## src/hw/obi_sys_pkg.sv

```systemverilog
// OBI request/response structs, peripheral write struct and address map constants

package obi_sys_pkg;

    // ----------------------------------------
    // OBI channels
    // ----------------------------------------

    // Request channel as driven by a core-side master
    typedef struct packed {
        // Address phase request
        logic        req;
        // Odd parity companion of req, expected to be ~req
        logic        reqpar;
        // Write enable
        logic        we;
        // Byte enables, one per lane
        logic [3:0]  be;
        // Byte address
        logic [31:0] addr;
        // Write data
        logic [31:0] wdata;
    } obi_req_t;

    // Response channel returned by the memory side
    typedef struct packed {
        // Grant, same cycle as req
        logic        gnt;
        // Response valid, one cycle after the grant
        logic        rvalid;
        // Error flag, qualified by rvalid
        logic        err;
        // Read data, qualified by rvalid
        logic [31:0] rdata;
    } obi_rsp_t;

    // ----------------------------------------
    // Virtual peripheral write
    // ----------------------------------------

    // One write cycle into the peripheral block
    typedef struct packed {
        // Write strobe
        logic        stb;
        // Register select, 0 is stdout and 1 is status
        logic        sel;
        // Byte enables, carried along but not used by the registers
        logic [3:0]  be;
        // Write data
        logic [31:0] wdata;
    } vp_wr_t;

    // ----------------------------------------
    // Address map
    // ----------------------------------------

    // Upper address half that marks the peripheral region
    localparam logic [15:0] VP_BASE = 16'h8000;

    // Register offsets inside the peripheral region, word aligned
    localparam logic [15:0] VP_STDOUT_OFS = 16'h0000;
    localparam logic [15:0] VP_STATUS_OFS = 16'h0004;

endpackage : obi_sys_pkg

```

## src/hw/vp_periph.sv

```systemverilog
// Stdout character and test-exit status virtual peripherals

`timescale 1ns/100ps

module vp_periph import obi_sys_pkg::*; (
    input  logic        clk_i,
    input  logic        rst_i,

    // Write from the data port
    input  vp_wr_t      vp_wr_i,
    // Status readback
    output logic [31:0] vp_rdata_o,

    // Character output
    output logic [7:0]  stdout_char_o,
    output logic        stdout_valid_o,

    // Test exit
    output logic        exit_valid_o,
    output logic [31:0] exit_code_o
);

    logic stdout_wr;
    logic status_wr;

    // Register selects, byte enables play no part here
    assign stdout_wr = vp_wr_i.stb & ~vp_wr_i.sel;
    assign status_wr = vp_wr_i.stb &  vp_wr_i.sel;

    // ----------------------------------------
    // Stdout
    // ----------------------------------------

    // Character byte, only the low lane is kept
    always_ff @(posedge clk_i) begin
        if (stdout_wr) begin
            stdout_char_o <= vp_wr_i.wdata[7:0];
        end
    end

    // One-cycle valid per write
    always_ff @(posedge clk_i) begin
        if (rst_i) begin
            stdout_valid_o <= 1'b0;
        end else begin
            stdout_valid_o <= stdout_wr;
        end
    end

    // ----------------------------------------
    // Exit status
    // ----------------------------------------

    // Sticky until reset, a second status write only updates the code
    always_ff @(posedge clk_i) begin
        if (rst_i) begin
            exit_valid_o <= 1'b0;
        end else if (status_wr) begin
            exit_valid_o <= 1'b1;
        end
    end

    // Status word
    always_ff @(posedge clk_i) begin
        if (rst_i) begin
            exit_code_o <= '0;
        end else if (status_wr) begin
            exit_code_o <= vp_wr_i.wdata;
        end
    end

    // The port picks this only for status reads
    assign vp_rdata_o = exit_code_o;

endmodule : vp_periph

```

## config.mk

```make
export PLATFORM = sky130hd
export DESIGN_NAME = vp_periph
export DESIGN_NICKNAME = d
export VERILOG_FILES = /design/src/hw/obi_sys_pkg.sv /design/src/hw/vp_periph.sv
export SDC_FILE = /design/constraint.sdc
export NUM_CORES = 1
export LEC_CHECK = 0
export BUFFER_PORTS_ARGS = -buffer_cell sky130_fd_sc_hd__buf_4
export CAP_MARGIN = 20
export CORE_ASPECT_RATIO = 1.75
export CORE_MARGIN = 3
export CORE_UTILIZATION = 30
export DETAILED_ROUTE_END_ITERATION = 10
export PLACE_DENSITY = 0.56
export SYNTH_ARGS = -nofsm -noshare
export SYNTH_HDL_FRONTEND = slang
export SYNTH_SLANG_ARGS = --single-unit
```

## constraint.sdc

```tcl
create_clock -name clk_i -period 1.62 [get_ports clk_i]
set_input_delay 0.324 -clock clk_i [delete_from_list [all_inputs] [get_ports clk_i]]
set_output_delay 0.324 -clock clk_i [all_outputs]
set_load 0.02 [all_outputs]
```

## Yosys cells after proc, flatten, opt, wreduce, memory -nomap -nowiden

Cells that the tools add are included.
W data, S select, Z words.

| operators by class | value |
|---|---|
| $lt $le $gt $ge | 0 |
| bitwise gates (word level) | 3 |
| equality and inequality tests | 0 |
| multiplexer cells | 0 |
| add/sub/neg operators | 0 |
| shifts and indexed selects | 0 |
| multipliers | 0 |
| div/mod/pow operators | 0 |
| reduce and logical (&&, ||, !) cells | 0 |

Operators by type and width:

| kind | number |
|---|---|
| $and A1 B1 Y1 | 2 |
| $not A1 Y1 | 1 |

| storage, ports and cells | value |
|---|---|
| word-level logic and storage cells | 7 |
| bits in latches | 0 |
| output and inout bits | 74 |
| input port bits | 40 |
| memory bits (writable) | 0 |
| memories kept | 0 |
| memory bits (read-only) | 0 |
| register bits after elaboration | 42 |

## Logic depth before layout (Yosys ltp)

| depth | value |
|---|---|
| depth after elaboration | 2 |
| depth in mapped cells | 4 |
| mapped depth without buffers | 2 |

## Worst setup path before layout

No wires, ideal clock.

| path | value |
|---|---|
| kind | input to register |
| from | in vp_wr_i[37] in the netlist's numbering |
| to | reg stdout_char_o[0], enable pin |
| setup time | 0.374 ns |
| stages on the path | 2 |
| buffers on the path | 1 |
| path slack | 0.365 ns |
| arrival time | 0.881 ns |
| required time | 1.246 ns |
| cells stage by stage | buf_6 > nor2b_1 |

| between the ends | value |
|---|---|
| longest elaborated chain between the ends | 1 |

RTL lines:

| element | RTL line | source |
|---|---|---|
| from (decl) | vp_periph.sv:10 | `input vp_wr_t vp_wr_i,` |
| $and A1 B1 Y1 | vp_periph.sv:27 | `assign stdout_wr = vp_wr_i.stb & ~vp_wr_i.sel;` |
| net stdout_wr | vp_periph.sv:23 | `logic stdout_wr;` |
| to (signal assigned) | vp_periph.sv:37 | `stdout_char_o <= vp_wr_i.wdata[7:0];` |
| to (decl) | vp_periph.sv:15 | `output logic [7:0] stdout_char_o,` |

The timed path passes the listed nets, and every way through them passes these cells.
A chain may end at the register's enable or synchronous reset.

## Final worst setup path

| path | value |
|---|---|
| from | reg exit_code_o[28] |
| to | out vp_rdata_o[28] |

RTL lines:

| element | RTL line | source |
|---|---|---|
| from (decl) | vp_periph.sv:20 | `output logic [31:0] exit_code_o` |
| from (signal assigned) | vp_periph.sv:68 | `exit_code_o <= vp_wr_i.wdata;` |
| to (decl) | vp_periph.sv:12 | `output logic [31:0] vp_rdata_o,` |

No word-level cell between the ends.

==> flow_summary.toml <==
[pwr]
max-vdd-ir-drop_v = 0.000523
powerDensity_nw_per_um2 = 916
fin_total_pwr_mw = 2.44
p_leak_nw = 1.21

[setup_path]
crit_type = "reg2out"
critical-path-slowest-cell = "dfxtp_1"
path_cells = "buf_4"
rr_startpoint = "exit_code_o[5]$_SDFFE_PP0P_"
crit_start = "exit_code_o[28]$_SDFFE_PP0P_"
cp_max_fo = 3
cp_data_required_time_ns = 1.30
path_delay_family = "flip-flops"
slowest_delay_ns = 0.38
crit_buf_inv = 1
crit_path_start_kind = "flip-flop"
arrival_ns = 0.84
worstSetupEndpointType = "primary output"

[floorplan]
core_area_um2 = 6230
die_area_um2 = 7520
num_rows = 38
die_h_um = 112
io_pins = 114
start_util_pct = 31.2
die_x_um = 66.8

[route]
wl_mm = 4.63
drc = 0
firstDrtPassIters = 4
vias = 1577
detail_route.wl_per_cell_um = 13.4
viasPerCell = 4.56
ant_nets = 0
drt_iter0_markers = 65

[clock_network]
cts_hold_buf = 0
cts-resized-gates = 0
clockRootBuffer = "clkbuf_8"
cts_sinks = 42
h-tree-depth = 2
tritoncts = "built"
clk-insertion-delay-late_ns = 0.29
clk_pin_slew_worst_paths_ns = 0.09
post_cts_buffers = 0
clockBufferDepth = 2
numCtsBuffers = 5

[sta]
post-route-min-period_ns = 1.16
slew_viol_final = 0
fin_tns_setup_ns = 0
hold_viol = 0
setup_viol = 0
min_period_over_period_pct = 71.5
setup_ws_ns = 0.461
worst_pin_slew_ns = 0.372
max_freq_mhz = 863
skew_ns = 0
relSlewSlack_pct = 75.2
rsz0062_at_grt = "false"

[synth]
synth_top_cell_by_area = "dfxtp_1"
synth_nets = 232
synth_ff_type = "dfxtp_1"
yosys_warnings = 0
synth_most_common_cell = "buf_4"
ys_seq_area_share_pct = 47.4
ys_top_cells_by_area = "dfxtp_1 (35%), buf_4 (14%), a21bo_1 (12%), edfxtp_1 (12%), a21oi_1 (8.5%)"
synth.avg_cell_area_um2 = 10.1
synth.top_cells.by_count = "buf_4 (36), dfxtp_1 (34), a21oi_1 (33)"
synth_edf_count = 8
ys_seq_elements = 42
ys_types = 14
synthArstFlopShare_pct = 0
synthCells = 192
synth_area_um2 = 1940
synth_top_area_share_pct = 35.0

[placed_design]
gp_congestion = 0.691
port_buffers = 109
place_hpwl_mm = 3.30
post-place-ws_ns = 0.395

[global_route]
grt_overflow_total = 0
grt_max_degree = 35
grt_pass1_wl_mm = 7.04
antenna_found_initial = 0
first_global_vias = 1457
grt_use_total_pct = 12.1

[finish]
drive_gt1_share_pct = 49.6
multi_input_area_um2 = 662
fin_util_pct = 42.8
seq_area_um2 = 921
antennaDiodeCount = 0
syn2layout_area_growth_pct = 37.3
n_fill_cell = 641
layout.nets = 305

[outcome]
status = "complete, no violations"

[hold_path]
min_from = "vp_wr_i[4]"
holdCritPathClass = "in2reg"

[run]
drv_cap = 0
==> layout by cell type (no fill, tap or decap) <==
master / n
bufinv_16: 1
a21oi_1: 33
clkinvlp_4: 2
edfxtp_1: 8
dfxtp_1: 34
a21bo_1: 24
nor2b_1: 2
a21bo_2: 8
buf_4: 116
clkbuf_8: 5
nand3_1: 32
nor2_1: 1
==> where the power goes <==
part	total [mW]	switching [mW]	internal [mW]
combinational	0.461	0.242	0.219
sequential	1.15	0.0322	1.12
clock	0.832	0.373	0.459
total	2.44	0.648	1.79
==> kinds of logic (layout without fill, tap and decap cells) <==
group	after synthesis	after routing	share of synthesized area, %
compound gates	65	65	25.0
buf+inv	50	124	18.5
flops	42	42	47.4
simple gates	35	35	9.08
==> worst paths after layout <==
path,end,slack [ns],depth (start not counted)
worst max-delay path,vp_rdata_o[28],0.46,1
worst min-delay path,stdout_char_o[4]$_DFFE_PP_,0.21,1
worst max register to register,exit_code_o[5]$_SDFFE_PP0P_,0.83,2
worst min register to register,exit_valid_o$_SDFFE_PP0P_,0.48,2
==> metrics by stage <==
stage	cell area (µm²)	instances	hold WS (ns)
after floorplan	1940	192	0.423
after global placement	2550	338	0.457
after detailed placement	2550	338	0.462
after CTS	2670	346	0.198
after global routing	2670	346	0.193
final	2670	346	0.211
==> worst register-to-register path, stage by stage, from the launching register on <==
cell and delay (ns):
dfxtp_1 0.37, a21bo_2 0.23, a21oi_1 0.13
==> state kept, by name, summed over array words and instances, names as in the netlist <==
name            cells
stdout_valid_o      1
stdout_char_o       8
exit_valid_o        1
exit_code_o        32
==> per-layer routing <==
metal | global-route usage [%] | vias up | share of wire (%)
met1 | 13.3 | 724 | 39
met5 | 0 | - | 0
met3 | 2.40 | 6 | 7.3
met2 | 21.6 | 65 | 52
met4 | 5.29 | 0 | 1.9
li1 | - | 782 | -
==> layout make-up <==
class,count,share of cell area (%)
clock buffers,5,2.58
clock inverters,3,1.69
multi-input cells,100,24.8
flip-flops and latches,42,34.5
well taps,80,3.75
repair buffers,116,32.6
Power figures use the tool's default switching activity.
