<file path="config.mk">
export PLATFORM = sky130hd
export DESIGN_NAME = obi_resp_port
export DESIGN_NICKNAME = d
export VERILOG_FILES = /design/src/hw/obi_sys_pkg.sv /design/src/hw/obi_resp_port.sv
export SDC_FILE = /design/constraint.sdc
export NUM_CORES = 1
export LEC_CHECK = 0
export ABC_AREA = 1
export BUFFER_PORTS_ARGS = -buffer_cell sky130_fd_sc_hd__buf_4
export CAP_MARGIN = 20
export CORE_AREA = 2 2 101 103
export DETAILED_ROUTE_END_ITERATION = 10
export DIE_AREA = 0 0 103 105
export GPL_ROUTABILITY_DRIVEN = 0
export PLACE_DENSITY = 0.53
export SYNTH_ARGS = -nofsm -noshare
export SYNTH_HDL_FRONTEND = slang
export SYNTH_SLANG_ARGS = --single-unit
</file>
<file path="constraint.sdc">
create_clock -name clk_i -period 1.8 [get_ports clk_i]
set_input_delay 0.36 -clock clk_i [delete_from_list [all_inputs] [get_ports clk_i]]
set_output_delay 0.36 -clock clk_i [all_outputs]
set_load 0.03 [all_outputs]
</file>
<file path="src/hw/obi_sys_pkg.sv">
// OBI request/response structs, peripheral write struct and address map constants

package obi_sys_pkg;

    // ----------------------------------------
    // OBI channels
    // ----------------------------------------

    // Request channel as driven by a core-side master
    typedef struct packed {
        // Address phase request
        logic        req;
        // Odd parity companion of req, expected to be ~req
        logic        reqpar;
        // Write enable
        logic        we;
        // Byte enables, one per lane
        logic [3:0]  be;
        // Byte address
        logic [31:0] addr;
        // Write data
        logic [31:0] wdata;
    } obi_req_t;

    // Response channel returned by the memory side
    typedef struct packed {
        // Grant, same cycle as req
        logic        gnt;
        // Response valid, one cycle after the grant
        logic        rvalid;
        // Error flag, qualified by rvalid
        logic        err;
        // Read data, qualified by rvalid
        logic [31:0] rdata;
    } obi_rsp_t;

    // ----------------------------------------
    // Virtual peripheral write
    // ----------------------------------------

    // One write cycle into the peripheral block
    typedef struct packed {
        // Write strobe
        logic        stb;
        // Register select, 0 is stdout and 1 is status
        logic        sel;
        // Byte enables, carried along but not used by the registers
        logic [3:0]  be;
        // Write data
        logic [31:0] wdata;
    } vp_wr_t;

    // ----------------------------------------
    // Address map
    // ----------------------------------------

    // Upper address half that marks the peripheral region
    localparam logic [15:0] VP_BASE = 16'h8000;

    // Register offsets inside the peripheral region, word aligned
    localparam logic [15:0] VP_STDOUT_OFS = 16'h0000;
    localparam logic [15:0] VP_STATUS_OFS = 16'h0004;

endpackage : obi_sys_pkg

</file>
<file path="src/hw/obi_resp_port.sv">
// OBI slave port with request parity check, address decode, grant and registered response

`timescale 1ns/100ps

module obi_resp_port import obi_sys_pkg::*; #(
    parameter int unsigned RAM_ADDR_WIDTH = 12,
    parameter bit          HAS_VP         = 1'b0
) (
    input  logic                      clk_i,
    input  logic                      rst_i,

    // OBI slave side
    input  obi_req_t                  req_i,
    output obi_rsp_t                  rsp_o,

    // RAM access, word addressed
    output logic                      ram_en_o,
    output logic                      ram_we_o,
    output logic [3:0]                ram_be_o,
    output logic [RAM_ADDR_WIDTH-3:0] ram_addr_o,
    output logic [31:0]               ram_wdata_o,
    input  logic [31:0]               ram_rdata_i,

    // Virtual peripheral access
    output vp_wr_t                    vp_wr_o,
    input  logic [31:0]               vp_rdata_i,

    // Request parity mismatch, same cycle as the request
    output logic                      par_err_o
);

    // ----------------------------------------
    // Request checks and decode
    // ----------------------------------------

    logic par_err;
    logic req_ok;
    logic ram_hit;
    logic vp_stdout_hit;
    logic vp_status_hit;
    logic vp_hit;

    // reqpar has to be the inverse of req, equal values are a fault
    assign par_err = req_i.req & (req_i.reqpar == req_i.req);

    // A request that may touch RAM or peripherals
    assign req_ok = req_i.req & ~par_err;

    // RAM sits at the bottom, all bits above the RAM window must be zero
    assign ram_hit = (req_i.addr[31:RAM_ADDR_WIDTH] == '0);

    // Peripheral region only on ports that have the peripheral path
    assign vp_stdout_hit = HAS_VP && (req_i.addr[31:16] == VP_BASE) &&
                           (req_i.addr[15:2] == VP_STDOUT_OFS[15:2]);
    assign vp_status_hit = HAS_VP && (req_i.addr[31:16] == VP_BASE) &&
                           (req_i.addr[15:2] == VP_STATUS_OFS[15:2]);
    assign vp_hit        = vp_stdout_hit | vp_status_hit;

    // ----------------------------------------
    // Downstream accesses
    // ----------------------------------------

    // RAM port, reads and writes share one enable
    assign ram_en_o    = req_ok & ram_hit;
    assign ram_we_o    = req_ok & ram_hit & req_i.we;
    assign ram_be_o    = req_i.be;
    assign ram_addr_o  = req_i.addr[RAM_ADDR_WIDTH-1:2];
    assign ram_wdata_o = req_i.wdata;

    // Peripheral write, a read needs no strobe since status is always presented
    assign vp_wr_o.stb   = req_ok & vp_hit & req_i.we;
    assign vp_wr_o.sel   = vp_status_hit;
    assign vp_wr_o.be    = req_i.be;
    assign vp_wr_o.wdata = req_i.wdata;

    assign par_err_o = par_err;

    // ----------------------------------------
    // Response stage
    // ----------------------------------------

    logic rvalid_q;
    logic err_q;
    logic rd_ram_q;
    logic rd_vp_q;

    // Every request is granted, the response follows one cycle later
    always_ff @(posedge clk_i) begin
        if (rst_i) begin
            rvalid_q <= 1'b0;
            err_q    <= 1'b0;
            rd_ram_q <= 1'b0;
            rd_vp_q  <= 1'b0;
        end else begin
            rvalid_q <= req_i.req;
            // Parity fault or an unmapped address
            err_q    <= req_i.req & (par_err | ~(ram_hit | vp_hit));
            // Read source for the response cycle
            rd_ram_q <= req_ok & ram_hit & ~req_i.we;
            rd_vp_q  <= req_ok & vp_status_hit & ~req_i.we;
        end
    end

    assign rsp_o.gnt    = req_i.req;
    assign rsp_o.rvalid = rvalid_q;
    assign rsp_o.err    = err_q;

    // Stdout reads, writes and errors return zero
    always_comb begin
        if (rd_ram_q) begin
            rsp_o.rdata = ram_rdata_i;
        end else if (rd_vp_q) begin
            rsp_o.rdata = vp_rdata_i;
        end else begin
            rsp_o.rdata = '0;
        end
    end

endmodule : obi_resp_port

</file>
# Word-level counts from Yosys, hierarchy flattened

Index checks and enable logic that the tools add are counted.

Flip-flop bits (word level): 3
Bits of input ports: 137
Output and inout port bits: 122
Logic and storage cells: 16

Equal/unequal tests: 1
Multiplexer cells: 1
Bitwise gates (word level): 10
Reduce and logical (&&, ||, !) cells: 1

Operators by type and width:

| operator          | number |
|---|---|
| $mux W32          | 1 |
| $logic_not A20 Y1 | 1 |
| $and A1 B1 Y1     | 6 |
| $not A1 Y1        | 3 |
| $eq A1 B1 Y1      | 1 |
| $or A1 B1 Y1      | 1 |

# Logic depth before layout (Yosys ltp)

Depth in word-level cells: 6
Gate-level depth with buffers: 6
Depth with buffers taken out: 6

# Worst setup path after synthesis

Ideal clock, no wire load.

Path kind: input-to-output
Start: input req_i[59] (netlist bit)
End: output ram_we_o
Arrival time: 1.372 ns
Required time: 1.440 ns
Setup slack: 0.068 ns
Cell stages on the path: 5
Buffers on the path: 0
Path through: nor2_1 > nand2_1 > nor2_2 > nand3_2 > nor3_1

Word-level cells in the longest chain between the ends: 3

RTL lines:

| element                     | line                | text |
|---|---|---|
| start, declared             | obi_resp_port.sv:13 | `input obi_req_t req_i,` |
| $logic_not A20 Y1           | obi_resp_port.sv:50 | `assign ram_hit = (req_i.addr[31:RAM_ADDR_WIDTH] == '0);` |
| $and A1 B1 Y1 (2 in series) | obi_resp_port.sv:65 | `assign ram_we_o = req_ok & ram_hit & req_i.we;` |
| end, declared               | obi_resp_port.sv:18 | `output logic ram_we_o,` |

No other way between the ends.

# Final worst setup path

Ends and elaborated chain as after synthesis.

==> impl_metrics.toml <==
[clock_tree]
cts_tree = "done"
cts_buffers = 3
htreeDepth = 1
clock-sinks = 3
clock_path_buffers = 2
cts-root-buf = "clkbuf_8"
clkTransAtPathRegs_ns = 0.03
postCtsSetupRepairBufs = 0
cts_resized = 0
cts_hold_buffers = 0

[critical_path]
cp.arrival_ns = 1.19
crit_required_ns = 1.44
start_kind = "input port"
worstSetupPathType = "in2out"
critPathCaptureType = "output pin"
cp_max_fo = 4

[floorplan]
die-height_um = 105
initial_core_util_pct = 11.5
core-area_um2 = 9640
boundaryPins = 259
die_area_um2 = 10800
die_x_um = 103
rows = 36

[routing]
wl_per_cell_um = 7.33
postRouteAntennaNets = 0
vias_per_cell = 2.78
dr.pass1.iters = 4
drcViolationCount = 0
routed_wl_um = 2430
via_count = 923
drt_iter0_markers = 15

[timing]
fmax_ghz = 0.645
setup_viol = 0
final.period_utilization_pct = 86.1
rsz0062_at_grt = "false"
period_needed_ns = 1.55
drv_slew = 0
setup_tns_ns = 0
hold_viol_final = 0
hold_slack_ns = 0.352

[final_layout]
multi_input_area_um2 = 250
area_growth_pct = 23.4
drive_gt1_share_pct = 51.3
fill_cells = 1141
seq_area_um2 = 60.1
antenna-diode-count = 0
nets = 337

[grt]
grt_pass1_vias = 819
grt-ovfl-total = 0
grt_max_degree = 33
grt_pass1_wl_um = 3220
grt.total_usage_pct = 3.81
antenna_found_initial = 0

[power_and_ir_drop]
p_per_area_nw_per_um2 = 288
p_leak_uw = 0.000936
ir_worst_vdd_mv = 0.130

[run_status]
outcome = "finished clean"

[flow_run]
max_cap_viol_count = 0

[synthesis]
netlist_instances = 189
netlist_area_um2 = 1110
yosysWarningCount = 0
avgSynthCellArea_um2 = 5.87
ys_seq_area_share_pct = 5.41
ys_types = 13
ys_ff_latch = 3

[hold_path]
hp-class = "in2reg"
whs_path_depth = 2

[placement]
io_buffers = 94
dpl.hpwl_um = 2150
## registers in the layout, summed over array words and instances (netlist names)
signal and count:
err_q 1, rvalid_q 1, rd_ram_q 1
## area by class of cell
cell class,count,area share [%]
timing repair buffer,95,52.1
multi-input combinational,61,18.3
tap,133,12.1
inverter,36,9.86
sequential,3,4.38
clock buffer,4,3.29
## placed cells by master, fill, tap and decap left out, drive strengths merged
cell	n
nor2	16
and2	1
nor3	2
nand3	1
buf	95
nand2	37
conb	2
dfxtp	3
clkbuf	4
or2	2
inv	36
## critical path, cell delays in order
cell	delay [ns]
buf_4	0.11
nor2_1	0.09
nand2_1	0.07
nor2_2	0.12
nand3_2	0.11
nor3_1	0.15
buf_4	0.19
## metrics by stage
stage,std cells,setup WS [ns],instance area [µm²],power (µW),utilization [%]
floorplan,190,0.0681,1110,448,-
finish,332,0.250,1370,395,14.2
global placement,328,0.246,1330,202,13.7
global route,332,0.136,1370,418,14.2
detailed placement,328,0.239,1330,204,13.7
CTS,332,0.228,1370,403,14.2
## report_power, final
group          leakage [µW]  switching, µW  internal, µW  total [µW]
registers         0.0000247          0.618          69.4        70.0
logic              0.000889           43.8          87.3         131
clock network     0.0000228           42.7           151         194
## cell families after synthesis
| family | share of synthesized area, % |
|---|---|
| buf+inv | 72.4 |
| simple gates | 21.9 |
| flops | 5.41 |
| other cells | 0.338 |
## cells in the mapped netlist
master   count  share of area (%)
buf_4       87                 59
nand2_1     37                 13
inv_1       36                 12
nor2_1      14                4.7
buf_2        3                1.4
dfxtp_1      3                5.4
nor2_2       2                1.1
nor3_1       2               0.90
and2_1       1               0.56
conb_1       1               0.34
nand3_2      1               0.90
or2_1        1               0.56
or2_2        1               0.56
## path summary, 6_finish.rpt
| path | start | endpoint | slack [ns] |
|---|---|---|---|
| worst max-delay path | req_i[59] | ram_we_o | 0.25 |
| worst min-delay path | rst_i | rvalid_q | 0.35 |
## layer usage
| metal | track usage, % | routed length, µm |
|---|---|---|
| met4 | 3.85 | 103 |
| met5 | 0 | 0 |
| met1 | 3.45 | 871 |
| met2 | 6.26 | 1070 |
| met3 | 1.34 | 394 |
Power figures use the tool's default switching activity.
